===== src/design/blk_mem_params.svh =====
/* Block memory subsystem size parameters
   Word address, word and byte-lane widths */
`ifndef BLK_MEM_PARAMS_SVH
`define BLK_MEM_PARAMS_SVH

// 256-word memory
`define BLK_ADDR_W 8
`define BLK_DATA_W 32
`define BLK_LANE_W 8

`endif


===== src/design/blk_mem_pkg.sv =====
/* Block memory shared types
   Addresses, words, byte enables and the engine command */
`default_nettype none

`include "blk_mem_params.svh"

package blk_mem_pkg;

   typedef logic [`BLK_ADDR_W-1:0] addr_t;
   typedef logic [`BLK_DATA_W-1:0] word_t;
   typedef logic [`BLK_LANE_W-1:0] lane_t;

   // One enable bit per byte lane
   typedef logic [`BLK_DATA_W/`BLK_LANE_W-1:0] be_t;

   typedef enum logic {
      CMD_COPY = 1'b0,
      CMD_SUM  = 1'b1
   } blk_cmd_t;

endpackage

`default_nettype wire


===== src/design/sum_accum.sv =====
/* Running total for the SUM command
   Wraps modulo 2 to the word width */
`timescale 1ns/1ps
`default_nettype none

`include "blk_mem_params.svh"

module sum_accum (
   input  wire                     clk_i,
   input  wire                     rst_i,
   input  wire                     clear_i,
   input  wire                     add_i,
   input  wire blk_mem_pkg::word_t data_i,
   output blk_mem_pkg::word_t      sum_o
);

   always_ff @(posedge clk_i) begin
      if (rst_i || clear_i) begin
         sum_o <= '0;
      end else if (add_i) begin
         // Carry out of the top bit is dropped
         sum_o <= sum_o + data_i;
      end
   end

endmodule

`default_nettype wire


===== config.mk =====
export PLATFORM = sky130hd
export DESIGN_NAME = sum_accum
export DESIGN_NICKNAME = d
export VERILOG_FILES = /design/src/design/blk_mem_pkg.sv /design/src/design/sum_accum.sv
export VERILOG_INCLUDE_DIRS = /design/src /design/src/design
export SDC_FILE = /design/constraint.sdc
export NUM_CORES = 1
export LEC_CHECK = 0
export BUFFER_PORTS_ARGS = -buffer_cell sky130_fd_sc_hd__buf_2
export CORE_ASPECT_RATIO = 1.75
export CORE_MARGIN = 3
export CORE_UTILIZATION = 45
export CTS_CLUSTER_DIAMETER = 200
export DETAILED_ROUTE_END_ITERATION = 6
export GPL_ROUTABILITY_DRIVEN = 0
export GPL_TIMING_DRIVEN = 0
export HOLD_SLACK_MARGIN = 0.08
export PLACE_DENSITY = 0.69
export SETUP_SLACK_MARGIN = 0.05
export SLEW_MARGIN = 20
export SYNTH_ARGS = -nofsm -noshare
export SYNTH_HDL_FRONTEND = slang
export SYNTH_SLANG_ARGS = --single-unit

===== constraint.sdc =====
create_clock -name clk_i -period 3.95 [get_ports clk_i]
set_clock_uncertainty 0.15 [all_clocks]
set_input_delay 0.5925 -clock clk_i [delete_from_list [all_inputs] [get_ports clk_i]]
set_output_delay 0.5925 -clock clk_i [all_outputs]
set_load 0.01 [all_outputs]

## Word level (Yosys, flattened, before mapping)

Index checks and enable logic that the tools add are counted.
W data, S select, Z words.

- $add $sub $neg: 1
- Reduce and logical (&&, ||, !) cells: 1

Operator list:

| kind | number |
|---|---|
| $add A32 B32 Y32 | 1 |
| $logic_or A1 B1 Y1 | 1 |

- Flip-flop bits (word level): 32
- Output and inout bits: 32
- Word-level logic and storage cells: 3

## Depth between registers and ports, before layout

- Depth in word-level cells: 1
- Depth in mapped cells: 11
- Depth with buffers taken out: 11

## Least setup slack after synthesis

Ideal clock, no wire load.

- Path kind: input -> register
- Start: input data_i[0]
- End: register sum_o[28]
- Setup time: 0.123 ns
- Arrival: 2.875 ns
- Setup slack: 0.802 ns
- Stages on the path: 11
- Buffers on the path: 0
- Cells stage by stage: ha_1 -> fa_1 -> a21o_1 -> a221oi_2 -> o31a_1 -> o31ai_4 -> a31oi_1 -> o21ai_1 -> a221oi_2 -> xor2_1 -> o21ai_1

- Cells in the longest elaborated chain, start to end: 1

Ends and longest elaborated chain:

| what | RTL line | text |
|---|---|---|
| start: declaration | sum_accum.sv:13 | `input wire blk_mem_pkg::word_t data_i,` |
| $add A32 B32 Y32 | sum_accum.sv:22 | `sum_o <= sum_o + data_i;` |
| end signal: assignment | sum_accum.sv:22 |  |
| end: declaration | sum_accum.sv:14 | `output blk_mem_pkg::word_t sum_o` |

No other way between the ends.
A chain may end at the register's enable or synchronous reset.

## Final worst setup path

Ends and elaborated chain as after synthesis.

==> out/metrics.yaml <==
outcome: "finished clean"
period_minus_slack_ns: 3.372
critPathCaptureType: "flop"
core_area_um2: 5675
stdcell_area_um2: 3214
grt_pass1_wl_um: 11390
vias_per_cell: 5.611
port_buffers: 67
regToRegSetupSlack_ns: 0.66
placed_area_um2: 3124
dpl.hpwl_um: 5551
leakage_nw: 1.644
yosysUniqueCellTypes: 46
via_count: 2671
cts_made_buffers: 5
yosysMostFrequentCell: "nor2_1"
cts_resized: 0
htreeDepth: 2
ant_nets: 0
yosysSeqAreaShare_pct: 23.78
hold_path.class: "reg -> reg"
worstPathArrival_ns: 3.39
area_growth_pct: 19.32
synth_area_leaders: "dfxtp_1 24%, ha_1 14%, mux2i_1 7.4%, xnor2_1 5.2%, a21o_1 5.0%"
slew_violations: 0
avgSynthCellArea_um2: 8.289
insertion_delay_ns: 0.28
synth_edf_count: 0
p_per_area_nw_per_um2: 279.8
grt_usage_pct: 20.53
netlist_instances: 325
worstPathRequired_ns: 3.96
grt_max_degree: 11
synth.ff_latch_count: 32
yosysWarningCount: 0
finalSetupTns_ns: 0
drv_cap: 0
reg_top3: "sum_o (32)"
syn-num-nets: 393
dp_cells: 468
cts_max_path_buffers: 2
synth_area_um2: 2694
rows: 36
die_w_um: 64.49
fin_crit_sh_pct: 85.37
drtIter0Drc: 150
fin_cells: 476
worstMarginPinSlew_ns: 0.7746
slew_headroom_pct: 48.36
n_antenna_cell: 0
rsz0062_at_grt: "false"
synth_top_flop_cell: "dfxtp_1"
cp_max_fo: 5
clkSinkCount: 32
wl_per_cell_um: 14.43
cts_setup_buffers: 0
root_buffer: "clkbuf_8"
ys_async_sr_fraction_pct: 0
yosys.area.top_type: "dfxtp_1"
drive_above_1_share_pct: 21.00
top_register: "sum_o"
drc_errors: 0
critical_path_class: "in -> reg"
fin_nets: 467
synth_top_area_share_pct: 23.78
synthTopCellsByCount: "34 x nor2_1, 32 x dfxtp_1, 31 x ha_1"
startpoint_type: "input pin"
drt_wl_total_um: 6871
hold_ws_ns: 0.3134
ios: 68
antenna_found_initial: 0
total_power_mw: 0.8994
path_clk_slew_ns: 0.07
largest_reg_flops: 32
first_pass_iters: 4
fp.dieH_um: 108.4
cts_tree: "yes"
overflow: 0
fmax_mhz: 296.6
hold_violations: 0
nFillCells: 603
vdd_drop_max_mv: 0.2054
grt_pass1_vias: 2624
initial_core_util_pct: 47.46
cts_hold_buf: 0
setup_viol: 0
die_area_um2: 6987
## layer usage
layer	part of all wire [%]	GRT usage (%)	vias to the layer above
li1	-	-	1351
met1	38	21.16	1236
met2	56	39.79	71
met3	4.2	3.534	13
met4	2.0	8.321	0
met5	0	0	-
## where the power goes
part / leakage [nW] / internal (mW) / switching, mW
logic: 1.34 / 0.122 / 0.157
clock network: 0.0455 / 0.142 / 0.128
registers: 0.261 / 0.338 / 0.0121
## cell type report
cell class / count / area [um2] / area share, %
repair buffers: 67 / 335.3 / 10.43
clock buffers: 8 / 90.09 / 2.803
plain buffers: 12 / 45.04 / 1.401
multi-input cells: 277 / 1993 / 62.01
flip-flops and latches: 32 / 640.6 / 19.93
inverters: 4 / 15.01 / 0.4671
well taps: 76 / 95.09 / 2.958
## worst max-delay path, stage by stage
cell,delay [ns]
buf_2,0.10
ha_1,0.22
fa_1,0.42
a21o_1,0.22
a221oi_2,0.34
o31a_1,0.31
o31ai_4,0.13
a31oi_1,0.29
o21ai_1,0.21
a221oi_2,0.32
xor2_1,0.17
o21ai_1,0.07
## final timing paths
kind / start / end / cells past startpoint
setup reg to reg: sum_o[0] / sum_o[28] / 11
hold reg to reg: sum_o[30] / sum_o[30] / 2
hold / removal: sum_o[30] / sum_o[30] / 2
setup / recovery: data_i[0] / sum_o[28] / 12
## placed cells by master (no fill, tap or decap), types with 4 or more instances in the layout
cell type,instances
buf_2,67
nor2_1,34
dfxtp_1,32
ha_1,31
nand2_1,26
a21oi_1,25
o21ai_0,20
mux2i_1,20
a21o_1,18
xnor2_1,16
clkbuf_1,12
xor2_1,11
a211oi_1,7
nand3_1,6
clkbuf_8,6
and3_1,5
nand4_1,5
a31oi_1,4
inv_1,4
o21bai_1,4
o21ai_1,4
## per-stage QoR
step	util [%]	worst slack [ns]
after floorplan	-	0.8024
after global routing	56.64	0.4160
final	56.64	0.5780
after CTS	56.64	0.5919
after detailed placement	55.05	0.2886
after global placement	55.05	0.3145
## kinds of logic (layout without fill, tap and decap cells)
family	after synthesis	count (layout)	share of synthesized area, %
compound gates	105	105	26.38
xor+xnor	27	27	8.778
fa+ha+maj	32	32	15.14
buf+inv	16	91	2.230
flops	32	32	23.78
mux	20	20	7.431
simple gates	93	93	16.26
No activity file was read; power rests on OpenSTA's default activity.
