==> src/design/blk_mem_params.svh <==
/* Block memory subsystem size parameters
   Word address, word and byte-lane widths */
`ifndef BLK_MEM_PARAMS_SVH
`define BLK_MEM_PARAMS_SVH

// 256-word memory
`define BLK_ADDR_W 8
`define BLK_DATA_W 32
`define BLK_LANE_W 8

`endif

==> src/design/blk_mem_pkg.sv <==
/* Block memory shared types
   Addresses, words, byte enables and the engine command */
`default_nettype none

`include "blk_mem_params.svh"

package blk_mem_pkg;

   typedef logic [`BLK_ADDR_W-1:0] addr_t;
   typedef logic [`BLK_DATA_W-1:0] word_t;
   typedef logic [`BLK_LANE_W-1:0] lane_t;

   // One enable bit per byte lane
   typedef logic [`BLK_DATA_W/`BLK_LANE_W-1:0] be_t;

   typedef enum logic {
      CMD_COPY = 1'b0,
      CMD_SUM  = 1'b1
   } blk_cmd_t;

endpackage

`default_nettype wire

==> src/design/blk_engine_ctrl.sv <==
/* Block engine control FSM
   Runs COPY and SUM commands over a word range on RAM port B */
`timescale 1ns/1ps
`default_nettype none

`include "blk_mem_params.svh"

module blk_engine_ctrl (
   input  wire                          clk_i,
   input  wire                          rst_i,

   input  wire                          cmd_start_i,
   input  wire blk_mem_pkg::blk_cmd_t   cmd_op_i,
   input  wire blk_mem_pkg::addr_t      cmd_src_i,
   input  wire blk_mem_pkg::addr_t      cmd_dst_i,
   input  wire [`BLK_ADDR_W:0]          cmd_len_i,

   output logic                         busy_o,
   output logic                         done_o,

   output logic                         ram_en_o,
   output blk_mem_pkg::be_t             ram_we_o,
   output blk_mem_pkg::addr_t           ram_addr_o,
   output blk_mem_pkg::word_t           ram_wdata_o,
   input  wire blk_mem_pkg::word_t      ram_rdata_i,

   output logic                         acc_clear_o,
   output logic                         acc_add_o
);
   import blk_mem_pkg::*;

   typedef enum logic [2:0] {
      IDLE, COPY_RD, COPY_WR, SUM_RD, SUM_DRAIN, DONE
   } state_t;

   localparam logic [`BLK_ADDR_W:0] one_word = 1;

   state_t              state;
   addr_t               src_ptr;
   addr_t               dst_ptr;
   logic [`BLK_ADDR_W:0] count;
   logic                start_ok;
   logic                rd_pending;

   // Starts are only taken from IDLE
   assign start_ok = cmd_start_i && (state == IDLE);

   always_ff @(posedge clk_i) begin
      if (rst_i) begin
         state      <= IDLE;
         rd_pending <= 1'b0;
      end else begin
         // Accumulator strobe trails each SUM read by one cycle
         rd_pending <= (state == SUM_RD);
         case (state)
            IDLE: begin
               if (start_ok) begin
                  if (cmd_len_i == '0) begin
                     state <= DONE;
                  end else if (cmd_op_i == CMD_SUM) begin
                     state <= SUM_RD;
                  end else begin
                     state <= COPY_RD;
                  end
               end
            end
            COPY_RD:   state <= COPY_WR;
            COPY_WR:   state <= (count == one_word) ? DONE : COPY_RD;
            SUM_RD:    state <= (count == one_word) ? SUM_DRAIN : SUM_RD;
            SUM_DRAIN: state <= DONE;
            DONE:      state <= IDLE;
            default:   state <= IDLE;
         endcase
      end
   end

   // Pointers and count
   always_ff @(posedge clk_i) begin
      if (start_ok) begin
         src_ptr <= cmd_src_i;
         dst_ptr <= cmd_dst_i;
         count   <= cmd_len_i;
      end else begin
         case (state)
            COPY_RD: src_ptr <= src_ptr + addr_t'(1);
            COPY_WR: begin
               dst_ptr <= dst_ptr + addr_t'(1);
               count   <= count - one_word;
            end
            SUM_RD: begin
               src_ptr <= src_ptr + addr_t'(1);
               count   <= count - one_word;
            end
            default: ;
         endcase
      end
   end

   assign busy_o      = (state != IDLE);
   assign done_o      = (state == DONE);
   assign ram_en_o    = (state == COPY_RD) || (state == COPY_WR) || (state == SUM_RD);
   assign ram_we_o    = (state == COPY_WR) ? '1 : '0;
   assign ram_addr_o  = (state == COPY_WR) ? dst_ptr : src_ptr;
   // Word read in COPY_RD is still on the RAM output during COPY_WR
   assign ram_wdata_o = ram_rdata_i;
   assign acc_clear_o = start_ok && (cmd_op_i == CMD_SUM);
   assign acc_add_o   = rd_pending;

endmodule

`default_nettype wire

==> config.mk <==
export PLATFORM = sky130hd
export DESIGN_NAME = blk_engine_ctrl
export DESIGN_NICKNAME = d
export VERILOG_FILES = /design/src/design/blk_mem_pkg.sv /design/src/design/blk_engine_ctrl.sv
export VERILOG_INCLUDE_DIRS = /design/src /design/src/design
export SDC_FILE = /design/constraint.sdc
export NUM_CORES = 1
export LEC_CHECK = 0
export BUFFER_PORTS_ARGS = -buffer_cell sky130_fd_sc_hd__buf_2
export CAP_MARGIN = 30
export CELL_PAD_IN_SITES_DETAIL_PLACEMENT = 0
export CELL_PAD_IN_SITES_GLOBAL_PLACEMENT = 1
export CORE_ASPECT_RATIO = 0.7
export CORE_UTILIZATION = 32
export CTS_BUF_LIST = sky130_fd_sc_hd__clkbuf_4 sky130_fd_sc_hd__clkbuf_8 sky130_fd_sc_hd__clkbuf_16
export CTS_CLUSTER_DIAMETER = 200
export DETAILED_ROUTE_END_ITERATION = 10
export PLACE_DENSITY = 0.91
export SETUP_SLACK_MARGIN = 0.05
export SLEW_MARGIN = 15
export SYNTH_ARGS = -nofsm -noshare
export SYNTH_HDL_FRONTEND = slang
export SYNTH_SLANG_ARGS = --single-unit
export TNS_END_PERCENT = 30
==> constraint.sdc <==
create_clock -name clk_i -period 2.5 [get_ports clk_i]
set_clock_uncertainty 0.05 [all_clocks]
set_input_delay 0.25 -clock clk_i [delete_from_list [all_inputs] [get_ports clk_i]]
set_output_delay 0.25 -clock clk_i [all_outputs]
set_load 0.005 [all_outputs]
======== Word-level counts from Yosys, hierarchy flattened ========
Index checks and enable logic that the tools add are counted.
storage, ports and cells
  bits in registers ....................... 29
  input port bits ......................... 61
  word-level logic and storage cells ...... 41
  output and inout bits ................... 49
operators by class
  $add $sub $neg .......................... 3
  reduce and logical (&&, ||, !) cells .... 12
  muxes and demuxes ....................... 14
  equality and inequality tests ........... 7
operator list
  operator                                           number
  2-to-1 mux 8 bit                                   5
  2-to-1 mux 9 bit                                   2
  adder 8 x 1 -> 8 bit (second input constant)       2
  case mux 3 bit (5 select lines)                    1
  2-to-1 mux 3 bit                                   4
  == test 9 x 1 -> 1 bit (second input constant)     1
  logical NOT 9 bit                                  1
  subtractor 9 x 1 -> 9 bit (second input constant)  1
  == test 3 x 2 -> 1 bit (second input constant)     2
  == test 3 bit (second input constant)              2
  nonzero test 2 bit                                 3
  2-to-1 mux 4 bit                                   1
  OR reduction 2 bit                                 2
  == test 3 x 1 -> 1 bit (second input constant)     1
  logical NOT 3 bit                                  1
  nonzero test 3 bit                                 1
  logical AND 1 bit                                  2
  logical OR 1 bit                                   2
  2-to-1 mux 2 bit                                   1
  inequality test 2 bit (second input constant)      1

======== Depth between registers and ports, before layout ========
Gate-level depths: netlist (run 1).
  depth after elaboration ................. 4
  depth in mapped cells ................... 5
  depth with buffers taken out ............ 5

======== Worst setup path before layout (run 1) ========
No wires, ideal clock.
  path kind ............................... register -> register
  start point ............................. register state[1]
  end point ............................... register dst_ptr[0] (enable)
  clock period less this slack ............ 1.902 ns
  arrival ................................. 1.468 ns
  data required time ...................... 2.066 ns
  slack ................................... 0.598 ns
  cell stages (with the launch flop) ...... 5
  buffers on the path ..................... 2
  setup time .............................. 0.384 ns
  cell sequence ........................... dfxtp_1 or4b_1 clkbuf_1 buf_2 o21ai_0
on the way
  longest elaborated chain between the ends .. 3
  elaborated cells on any way between the ends .. 4
  those cells by class .................... 1 x eq/ne; 3 x reduce/logical
ends and longest elaborated chain
  what                                     RTL line               RTL
  start, declared                          blk_engine_ctrl.sv:38  state_t state;
  start signal, assigned                   blk_engine_ctrl.sv:68  COPY_WR: state <= (count == one_word) ? DONE : COPY_RD;
  start signal, assigned                   blk_engine_ctrl.sv:69  SUM_RD: state <= (count == one_word) ? SUM_DRAIN : SUM_RD;
  logical NOT 3 bit                        blk_engine_ctrl.sv:46  assign start_ok = cmd_start_i && (state == IDLE);
  logical AND 1 bit                        blk_engine_ctrl.sv:46
  nonzero test 2 bit (no source line) (*)  -
  end signal, assigned                     blk_engine_ctrl.sv:81  dst_ptr <= cmd_dst_i;
  end signal, assigned                     blk_engine_ctrl.sv:87  dst_ptr <= dst_ptr + addr_t'(1);
  end, declared                            blk_engine_ctrl.sv:40  addr_t dst_ptr;
Every way passes the cells marked *; elsewhere a longest branch is shown, timed or not.
A chain may end at the register's enable or synchronous reset.

======== Final worst setup path (run 1) ========
  start point ............................. register state[1]
  end point ............................... output ram_addr_o[7]
on the way
  longest elaborated chain between the ends .. 2
ends and longest elaborated chain
  what                    RTL line                RTL
  == test 3 x 2 -> 1 bit  blk_engine_ctrl.sv:103  assign ram_addr_o = (state == COPY_WR) ? dst_ptr : src_ptr;
  2-to-1 mux 8 bit        blk_engine_ctrl.sv:103
  end, declared           blk_engine_ctrl.sv:23   output blk_mem_pkg::addr_t ram_addr_o,
No other way between the ends.

==> Flow_metrics.wiki, run 1 <==
{| class="wikitable"
! Metric !! Value
|-
| Count of routing violations after the opening detailed-route iteration || between 60 and 70
|-
| Classification of the worst setup path || register to primary output
|-
| All-Layer GR Usage || 14.0%
|-
| Setup Total Neg Slack || 0 ns
|-
| Die span in y || 67.8 um
|-
| R2r worst-path depth || 3
|-
| Max Clk Rate || 441 MHz
|-
| Core Region || 5840 um^2
|-
| Drt first pass iters || 4
|-
| Number of I/O pins || 110
|-
| Worst-margin pin slew || 0.646 ns
|-
| Wire length after detailed routing || 4100 um
|-
| Cell count after synthesis || between 200 and 250
|-
| Top cell type's share of synthesized area || 37.9%
|-
| Avg Cell Area, Syn || 9.57 um^2
|-
| Final core utilization || 36.3%
|-
| Max-slew headroom || 56.3%
|-
| Hold endpoint || acc_add_o
|-
| Post-synth design cell area || between 1500 and 2000 um^2
|-
| Cells on Worst Hold Path || 2
|-
| Number of flops mapped to enable cells by yosys || 25
|-
| H-tree levels || 2
|-
| Final setup violating endpoints || 0
|-
| CTS clock-pin slew for the worst setup and hold paths || 0.06 ns
|-
| Number of antenna-violating nets in the routed design || 0
|-
| Largest net degree at the start of global routing || 28
|-
| Post-CTS sizing || 0
|-
| Initial antenna violation count || 0
|-
| Setup repair bufs after CTS || 0
|-
| First-pass GRT wire length || 6630 um
|-
| Via count || 1472
|-
| TritonCTS clock tree || done
|-
| Library cell occupying the most area in the post-synthesis netlist || edfxtp_1
|-
| Number of buffers added on ports || 45
|-
| Final clock period utilization by the worst path || between 90% and 100%
|-
| Filler instances || about 600
|-
| Reg-to-reg endpoint || src_ptr[6]
|-
| Category of the worst setup path launch point || register
|-
| Routability cong. || 0.745
|-
| Antenna cell count || 0
|-
| Synthesis-to-layout area growth || 7.13%
|-
| P_leak || 0.813 nW
|-
| FF+latch count, synth || 29
|-
| CTS root buf || clkbuf_8
|-
| Total half-perimeter wirelength after legalization and detailed placement || 3140 um
|-
| Hold wc startpoint || rst_i
|-
| Area of the multi-input gates || around 840 um^2
|-
| Fraction of registers with async set/reset || 0%
|-
| Net total in the final layout || 285
|-
| Net count after synthesis || 272
|-
| Minimum setup slack among reg-to-reg paths || 0.55 ns
|-
| Category of the worst setup path capture point || primary output
|-
| Critical path data arrival time || 1.97 ns
|-
| Reg-to-reg startpoint || state[0]
|-
| Via count of the first global-routing pass || 1408
|-
| Maxcap violations || 0
|-
| Seq. cell area || 831 um^2
|-
| PwrDens || ~750 nW/um^2
|-
| Number of buffers created by CTS || 5
|-
| Fin. Hold Viols || 0
|-
| Class of the most critical hold timing path || input port to register
|-
| Maximum number of buffers from clock root to sink || 2
|-
| Worst VDD drop || 0.255 mV
|-
| Count of hold-fix buffers inserted at cts || 0
|-
| Min Tclk post-route || ~2.3 ns
|-
| RSZ-0062 raised after global routing || no
|-
| Die area || between 6000 and 7000 um^2
|-
| Proportion of layout cells with a drive suffix above 1 || between 30% and 40%
|-
| Critical path required time || 2.20 ns
|-
| Final number of max-transition violations || 0
|-
| Die width || 96.1 um
|-
| Most used standard cell by instance count after synthesis || buf_4
|-
| Primary FF master, synth || edfxtp_1
|-
| Total grt overflow || 0
|-
| Post-synth cell types || 36
|-
| Register area share after synthesis || 41.9%
|-
| Sink Count || 29
|-
| Most instantiated cells after synthesis || 35 x buf_4, 27 x nor2_1, 25 x edfxtp_1
|-
| Floorplan row count || 23
|-
| Via-per-instance ratio || 4.97
|-
| Initial core utilization || 33.9%
|-
| Latest clock arrival within the worst-skew pair || around 0.28 ns
|-
| DRC violations left || 0
|-
| Run status || completed
|-
| Critical Path Fanout Max || 12
|-
| Cell types with the largest area share after synthesis || edfxtp_1 38%, buf_4 13%, mux2_2 5.7%, nor2_1 5.1%, dfxtp_1 4.0%
|-
| Synthesis warning total || 0
|-
| Routed wire length per instance || about 14 um
|}
==> cell families (layout without fill, tap and decap cells) <==
family / count (synthesis) / in the layout / share of synthesized area, %
AOI/OAI and AO/OA: 43 / 43 / 12.9
xor gates and xnor gates: 8 / 8 / 3.54
adders and majority gates: 4 / 4 / 2.53
buffers and inverters: 45 / 59 / 15.5
DFF: 29 / 29 / 41.9
muxes: 10 / 10 / 5.68
and+or+nand+nor: 68 / 68 / 18.0
==> routing by layer <==
metal / global-route usage, % / wire [um]
met5: 0 / 0
met4: 5.41 / 25
met3: 6.56 / 317
met2: 19.1 / 1640
met1: 19.0 / 2110
==> layout make-up <==
class / count / share of cell area (%)
clock buffers: 7 / 4.24
clock inverters: 1 / 0.354
inverters: 3 / 0.530
multi-input cells: 133 / 39.8
flip-flops and latches: 29 / 39.1
well taps: 75 / 4.42
repair buffers: 48 / 11.5
==> cells in the final DEF, fill, tap and decap left out, types with 3 or more instances in the layout <==
master / synthesis / routed
nand3_1: 4 / 4
nand2_1: 8 / 8
mux2_2: 10 / 10
inv_1: 3 / 3
clkbuf_8: 0 / 6
a21oi_1: 14 / 14
xor2_1: 5 / 5
or3_1: 9 / 9
edfxtp_1: 25 / 25
nor2_1: 27 / 27
buf_2: 5 / 46
a31oi_1: 12 / 12
dfxtp_1: 4 / 4
or4_1: 5 / 5
o31ai_1: 4 / 4
xnor2_1: 3 / 3
o21ai_0: 9 / 9
ha_1: 4 / 4
==> state kept, by name (all words and copies together), names as in the netlist <==
signal and cells:
count 9, state 3, src_ptr 8, acc_add_o 1, dst_ptr 8
==> power by group <==
part,switching (mW),internal [mW]
registers,0.0940,0.661
clock network,0.177,0.234
logic,0.218,0.199
total,0.489,1.09
==> worst max-delay path by stage <==
stage,start,to
6_report,state[1],ram_addr_o[7]
5_1_grt,state[1],ram_addr_o[7]
4_1_cts,state[1],ram_addr_o[5]
3_5_place_dp,state[1],ram_addr_o[5]
3_3_place_gp,state[2],ram_addr_o[7]
2_1_floorplan,state[1],dst_ptr[0]
==> stage by stage <==
stage	power (mW)	std cells	hold slack (ns)	area (um^2)	setup WS, ns
after global placement	1.17	287	0.414	2020	0.623
after CTS	1.60	296	0.0859	2120	0.221
after global routing	1.69	296	0.0971	2120	0.0819
after floorplan	1.07	207	0.276	1980	0.598
final	1.58	296	0.0996	2120	0.233
after detailed placement	1.18	288	0.391	2030	0.544
==> critical path, cell delays in order, from the launching register on <==
cell and delay [ns]:
dfxtp_1 0.46, nand2b_1 0.19, nor2_2 0.49, mux2_2 0.41, buf_2 0.13
Power figures use the tool's default switching activity.
==> inputs of run 2 (changes only) <==
CAP_MARGIN = 20   (was 30)
GPL_TIMING_DRIVEN = 0   (was not set)
REMOVE_ABC_BUFFERS = 1   (was not set)
==> run 2 against run 1 <==
Against the previous run: utilization is the same; sequential share of layout area stayed put; global-route usage up 3.1 points; register-to-register slack got worse by 0.28 ns; critical path type unchanged; critical endpoint is now ram_addr_o[4]; highest routed layer is now met5.
==> Flow_metrics.wiki, run 2 (synthesis results as in run 1) <==
{| class="wikitable"
! Metric !! Value
|-
| Initial core utilization || 33.9% (unchanged)
|-
| Highest-count cells in the layout ignoring fill and taps || 46 x buf_2, 27 x nor2_1, 25 x edfxtp_1
|-
| Wire length after detailed routing || 5270 um (+29%)
|-
| Critical-path cell list || nand2b_1, nor2_2, mux2_2, buf_2
|-
| Count of hold-fix buffers inserted at cts || 0 (unchanged)
|-
| Min Tclk post-route || 2.23 ns (-0.0382 ns)
|-
| Number of non-filler instances in the completed layout || 295 (-0.34%)
|-
| Category of the worst setup path launch point || register
|-
| Category of the worst setup path capture point || primary output
|-
| Sink Count || 29 (unchanged)
|-
| Final-layout worst hold slack || 0.102 ns (+0.00248 ns)
|-
| All-Layer GR Usage || 17.1% (+3.1 points)
|-
| Classification of the worst setup path || register to primary output
|-
| Number of I/O pins || 110 (unchanged)
|-
| Maximum number of buffers from clock root to sink || 2 (unchanged)
|-
| Fin. Hold Viols || 0 (unchanged)
|-
| Floorplan row count || 23 (unchanged)
|-
| Critical Path Fanout Max || 12 (unchanged)
|-
| Number of buffers added on ports || 45 (unchanged)
|-
| Initial antenna violation count || 0 (unchanged)
|-
| TritonCTS clock tree || done
|-
| Number of antenna-violating nets in the routed design || 0 (unchanged)
|-
| Total design power || 1.54 mW (-2.6%)
|-
| Final number of max-transition violations || 0 (unchanged)
|-
| CTS clock-pin slew for the worst setup and hold paths || 0.06 ns (about the same)
|-
| PwrDens || 726 nW/um^2 (-2.6%)
|-
| Via count || 1580 (+7.3%)
|-
| Worst VDD drop || 0.271 mV (+6.2%)
|-
| Critical path's largest stage delay || 0.47 ns (-0.02 ns)
|-
| Count of routing violations after the opening detailed-route iteration || 75 (+19%)
|-
| H-tree levels || 2 (unchanged)
|-
| Post-route standard cell area excluding fillers || 2120 um^2 (unchanged)
|-
| Maxcap violations || 0 (unchanged)
|-
| RSZ-0062 raised after global routing || no
|-
| Worst-margin pin slew || 0.659 ns (+0.0127 ns)
|-
| Run status || completed
|-
| Max reg flops || 9 (unchanged)
|-
| Routed wire length per instance || 17.9 um (+29%)
|-
| Antenna cell count || 0 (unchanged)
|-
| Drt first pass iters || 4 (unchanged)
|-
| Register with the most flip-flops || count
|-
| Die width || 96.1 um (unchanged)
|-
| Latest clock arrival within the worst-skew pair || 0.27 ns (about the same)
|-
| Number of buffers created by CTS || 5 (unchanged)
|-
| Die span in y || 67.8 um (unchanged)
|-
| Placed inst area || 2040 um^2 (+0.62%)
|-
| P_leak || 0.814 nW (about the same)
|-
| Core Region || 5840 um^2 (unchanged)
|-
| Die area || 6520 um^2 (unchanged)
|-
| First-pass GRT wire length || 8050 um (+21%)
|-
| Class of the most critical hold timing path || input port to register
|-
| Critical path data arrival time || 1.93 ns (-0.04 ns)
|-
| Synthesis-to-layout area growth || 7.13% (unchanged)
|-
| CTS root buf || clkbuf_8
|-
| Filler instances || 624 (+4.2%)
|-
| Setup repair bufs after CTS || 0 (unchanged)
|-
| DRC violations left || 0 (unchanged)
|-
| Max Clk Rate || 449 MHz (+1.7%)
|-
| Critical path required time || 2.20 ns (about the same)
|-
| Post-placement cell count || 287 (-0.35%)
|-
| Final setup violating endpoints || 0 (unchanged)
|-
| Net total in the final layout || 284 (-0.35%)
|-
| Via count of the first global-routing pass || 1479 (+5.0%)
|-
| Final clock period utilization by the worst path || 89.1% (-1.5 points)
|-
| Total half-perimeter wirelength after legalization and detailed placement || 4020 um (+28%)
|-
| Via-per-instance ratio || 5.36 (+7.7%)
|-
| Regs by FF count || count x9, dst_ptr x8, src_ptr x8
|-
| Largest net degree at the start of global routing || 33 (+18%)
|-
| Final setup margin || 0.271 ns (+0.0382 ns)
|-
| Max-slew headroom || 55.7% (-0.64 points)
|-
| Most common cell after layout, fill and taps aside || buf_2
|-
| Routability cong. || 0.760 (+2.1%)
|-
| Post-CTS sizing || 1 (+1)
|-
| Setup slack after placement || -0.0244 ns (-0.568 ns)
|-
| Total grt overflow || 0 (unchanged)
|-
| Highest-delay cell along the critical path || dfxtp_1
|-
| Proportion of layout cells with a drive suffix above 1 || 30.5% (-0.77 points)
|-
| Category of cells accounting for the largest share of critical-path delay || simple AND/OR/NAND/NOR gates
|-
| Worst Path Buf+Inv || 1 (unchanged)
|}
-- run 2: cell count changes in the layout (fill, tap and decap cells not counted) --
cell        change
clkinv_1        +2
clkinv_2        +1
buf_4           -2
or4b_1          -1
clkinvlp_4      -1
or4b_4          +1
clkbuf_8        -1
buf_16          +1
clkbuf_4        -1
-- run 2: area by class of cell --
cell class              count  area, um^2  share of cell area [%]
multi-input cells         133         848                    40.0
flip-flops and latches     29         831                    39.1
inverters                   3        11.3                   0.530
well taps                  75        93.8                    4.42
clock inverters             3        12.5                   0.589
clock buffers               5        68.8                    3.24
repair buffers             47         258                    12.1
-- run 2: through the flow --
step	TNS (ns)	util, %
2_1_floorplan	0	-
3_3_place_gp	-12.96	34.3
3_5_place_dp	-0.121	34.9
4_1_cts	0	36.3
5_1_grt	0	36.3
6_report	0	36.3
-- run 2: final timing paths --
| kind | startpoint | end | slack [ns] | cells after the start |
|---|---|---|---|---|
| setup / recovery | state[1] | ram_addr_o[4] | 0.27 | 4 |
| hold / removal | rst_i | acc_add_o | 0.10 | 2 |
| setup reg to reg | state[0] | dst_ptr[6] | 0.27 | 4 |
| hold reg to reg | state[0] | state[0] | 0.56 | 1 |
-- run 2: report_power, final --
| part | switching [mW] | internal [mW] |
|---|---|---|
| sequential | 0.0957 | 0.661 |
| combinational | 0.215 | 0.205 |
| clock | 0.178 | 0.187 |
-- run 2: worst reg2reg max path, delay by kind of cell, from the launching register on --
kind                   cells  cell delay [ns]
AO/OA/AOI/OAI              1             0.24
AND/OR/NAND/NOR            1             0.73
flip-flops                 1             0.40
buffers and inverters      2             0.52
-- run 2: per-layer routing --
layer	vias up	GRT usage (%)	share of wire [%]
li1	745	-	-
met1	755	23.0	49
met2	74	21.7	37
met3	4	11.3	13
met4	2	2.61	0.19
met5	-	8.33	0.49
==> inputs of run 3 (changes only) <==
PLACE_DENSITY = 0.87   (was 0.91)
==> run 3 against run 2 <==
Against the previous run: setup slack got worse by 0.033 ns; total power increased by 1.1%; combinational power about the same; maximum frequency decreased by 1.5%; die area unchanged; sequential share of layout area decreased by 0.069 points; non-clock buffer count decreased by 1; clock-buffer cell count increased by 1; flip-flop and latch count unchanged; global-route usage increased by 0.14 points; via count decreased by 2.3%; register-to-register slack improved by 0.15 ns; critical path type unchanged; largest cell class unchanged; largest power group unchanged; highest routed layer is now met4.
==> Flow_metrics.wiki, run 3 (synthesis results as in run 1) <==
{| class="wikitable"
! Metric !! Value
|-
| Origin of the worst setup path || state[1]
|-
| Hold wc startpoint || rst_i
|-
| Cell internal pwr || 1.07 mW (+1.5%)
|-
| Count of hold-fix buffers inserted at cts || 0 (unchanged)
|-
| Final clock period utilization by the worst path || 90.5% (+1.3 points)
|-
| RSZ-0062 raised after global routing || no
|-
| Number of I/O pins || 110 (unchanged)
|-
| Register with the most flip-flops || count
|-
| Top metal layer carrying routed signals || met4
|-
| Highest-count cells in the layout ignoring fill and taps || 45 x buf_2, 27 x nor2_1, 25 x edfxtp_1
|-
| Routed wire length per instance || 17.9 um (+0.34%)
|-
| Initial antenna violation count || 0 (unchanged)
|-
| Via count || 1543 (-2.3%)
|-
| CTS root buf || clkbuf_8
|-
| Worst VDD drop || 0.300 mV (+11%)
|-
| H-tree levels || 2 (unchanged)
|-
| Total grt overflow || 0 (unchanged)
|-
| Most common cell after layout, fill and taps aside || buf_2
|-
| Via-per-instance ratio || 5.25 (-2.0%)
|-
| PwrDens || 732 nW/um^2 (+0.87%)
|-
| Critical path required time || 2.20 ns (about the same)
|-
| Worst-margin pin slew || 0.681 ns (+0.0217 ns)
|-
| Floorplan row count || 23 (unchanged)
|-
| Highest-delay cell along the critical path || dfxtp_1
|-
| Critical Path Fanout Max || 12 (unchanged)
|-
| Category of the worst setup path capture point || primary output
|-
| Post-Route M1 WL || 2560 um (-1.5%)
|-
| Critical path data arrival time || 1.96 ns (+0.03 ns)
|-
| Synthesis-to-layout area growth || 7.32%
|-
| Antenna cell count || 0 (unchanged)
|-
| All-Layer GR Usage || 17.2% (+0.14 points)
|-
| Via count of the first global-routing pass || 1427 (-3.5%)
|-
| Latest clock arrival within the worst-skew pair || 0.27 ns (about the same)
|-
| Number of buffers created by CTS || 5 (unchanged)
|-
| Class of the most critical hold timing path || input port to register
|-
| Setup slack after placement || -0.0769 ns (-0.0525 ns)
|-
| Total half-perimeter wirelength after legalization and detailed placement || 4030 um (+0.11%)
|-
| Sink Count || 29 (unchanged)
|-
| Sequential cell fraction of total power || 48.8% (-0.3 points)
|-
| TritonCTS clock tree || done
|-
| Fin. Hold Viols || 0 (unchanged)
|-
| Number of non-filler instances in the completed layout || 294 (-0.34%)
|-
| Routability cong. || 0.779 (+2.5%)
|-
| Net switching power figure || 488 uW (about the same)
|-
| Critical path endpoint || ram_addr_o[5]
|-
| Final number of max-transition violations || 0 (unchanged)
|-
| Min Tclk post-route || 2.26 ns (+0.0332 ns)
|-
| Regs by FF count || count x9, dst_ptr x8, src_ptr x8
|-
| Reg-to-reg endpoint || src_ptr[2]
|-
| Critical-path cell list || nand2b_1, nor2_2, mux2_2, buf_2
|-
| First-pass GRT wire length || 7930 um (-1.5%)
|-
| Maxcap violations || 0 (unchanged)
|-
| Category of the worst setup path launch point || register
|-
| Largest net degree at the start of global routing || 33 (unchanged)
|-
| Total design power || 1.56 mW (+1.1%)
|-
| Portion of total power attributed to combinational logic || 26.8% (-0.4 points)
|-
| Reg-to-reg startpoint || state[0]
|-
| CTS clock-pin slew for the worst setup and hold paths || 0.06 ns (about the same)
|-
| Initial core utilization || 33.9% (unchanged)
|-
| Max reg flops || 9 (unchanged)
|-
| Fraction of power spent switching nets || 31.4% (-0.32 points)
|-
| Proportion of layout cells with a drive suffix above 1 || 31.5% (+1.1 points)
|-
| Count of routing violations after the opening detailed-route iteration || 87 (+16%)
|-
| Final setup margin || 0.238 ns (-0.0332 ns)
|-
| DRC violations left || 0 (unchanged)
|-
| Maximum number of buffers from clock root to sink || 2 (unchanged)
|-
| Number of buffers added on ports || 45 (unchanged)
|-
| Sum of met2 wire segment lengths after detailed routing || 2060 um (+4.4%)
|-
| Critical path's largest stage delay || 0.47 ns (about the same)
|-
| Die span in y || 67.8 um (unchanged)
|-
| Max Clk Rate || 442 MHz (-1.5%)
|-
| P_leak || 0.816 nW (+0.31%)
|-
| Wire length after detailed routing || 5270 um (unchanged)
|-
| Run status || completed
|-
| R2r worst-path depth || 3 (-1)
|-
| Minimum setup slack among reg-to-reg paths || 0.42 ns (+0.15 ns)
|-
| Share of power burned in the clock network || 24.4% (+0.7 points)
|-
| Number of antenna-violating nets in the routed design || 0 (unchanged)
|-
| Die area || 6520 um^2 (unchanged)
|-
| Max-slew headroom || 54.2% (-1.5 points)
|-
| Final setup violating endpoints || 0 (unchanged)
|-
| Net total in the final layout || 283 (-0.35%)
|-
| Core Region || 5840 um^2 (unchanged)
|-
| Die width || 96.1 um (unchanged)
|-
| Classification of the worst setup path || register to primary output
|-
| Post-placement cell count || 286 (-0.35%)
|-
| Detailed route wirelength on metal3 || 642 um (-3.7%)
|-
| Drt first pass iters || 4 (unchanged)
|}
## run 3: cell count changes in the layout (fill, tap and decap cells not counted)
cell	delta
clkinv_1	-2
o21ai_0	-1
clkinv_2	+1
o21ai_2	+1
clkbuf_4	+1
buf_2	-1
## run 3: metrics by stage
stage / TNS [ns] / hold slack, ns / utilization (%) / instance area [um^2]
3_3_place_gp: -13.95 / 0.381 / 34.3 / 2010
4_1_cts: 0 / 0.0918 / 36.3 / 2120
5_1_grt: 0 / 0.0975 / 36.4 / 2130
2_1_floorplan: 0 / 0.276 / - / 1690
3_5_place_dp: -0.613 / 0.376 / 34.8 / 2030
6_report: 0 / 0.101 / 36.4 / 2130
## run 3: timing repair
| item | 4_1_cts | 5_1_grt |
|---|---|---|
| gates resized for setup | 2 | 1 |
| setup endpoints to repair | 8 | 8 |
| buffers inserted | 0 | 0 |
## run 3: worst max-delay path, delay by kind of cell, from the launching register on
family	cells	cell delay (ns)
multiplexers	1	0.40
AND/OR/NAND/NOR	2	0.70
buffers and inverters	1	0.12
flip-flops	1	0.47
## run 3: worst min path at each step
stage	slack, ns	to	cells past startpoint
after floorplan	0.28	acc_add_o	1
after global placement	0.38	acc_add_o	2
after detailed placement	0.38	acc_add_o	2
after CTS	0.09	acc_add_o	2
after global routing	0.1	acc_add_o	2
final	0.10	acc_add_o	2
## run 3: cell type report
type | instances | area (um^2)
fillers | 629 | 3710
multi-input cells | 133 | 852
flip-flops and latches | 29 | 831
repair buffers | 46 | 253
clock inverters | 2 | 10.0
well taps | 75 | 93.8
inverters | 3 | 11.3
clock buffers | 6 | 76.3
## run 3: metal layers
layer / vias to the layer above / GRT usage [%]
met1: 730 / 23.6
met4: 0 / 2.80
li1: 748 / -
met5: - / 4.17
met3: 4 / 11.3
met2: 61 / 21.8
## run 3: power groups by stage
stage	combinational, mW	clock [mW]	sequential, mW
3_3_place_gp	0.398	0	0.761
6_report	0.417	0.381	0.760
5_1_grt	0.480	0.408	0.777
3_5_place_dp	0.420	0	0.769
4_1_cts	0.424	0.389	0.760
2_1_floorplan	0.282	0	0.737
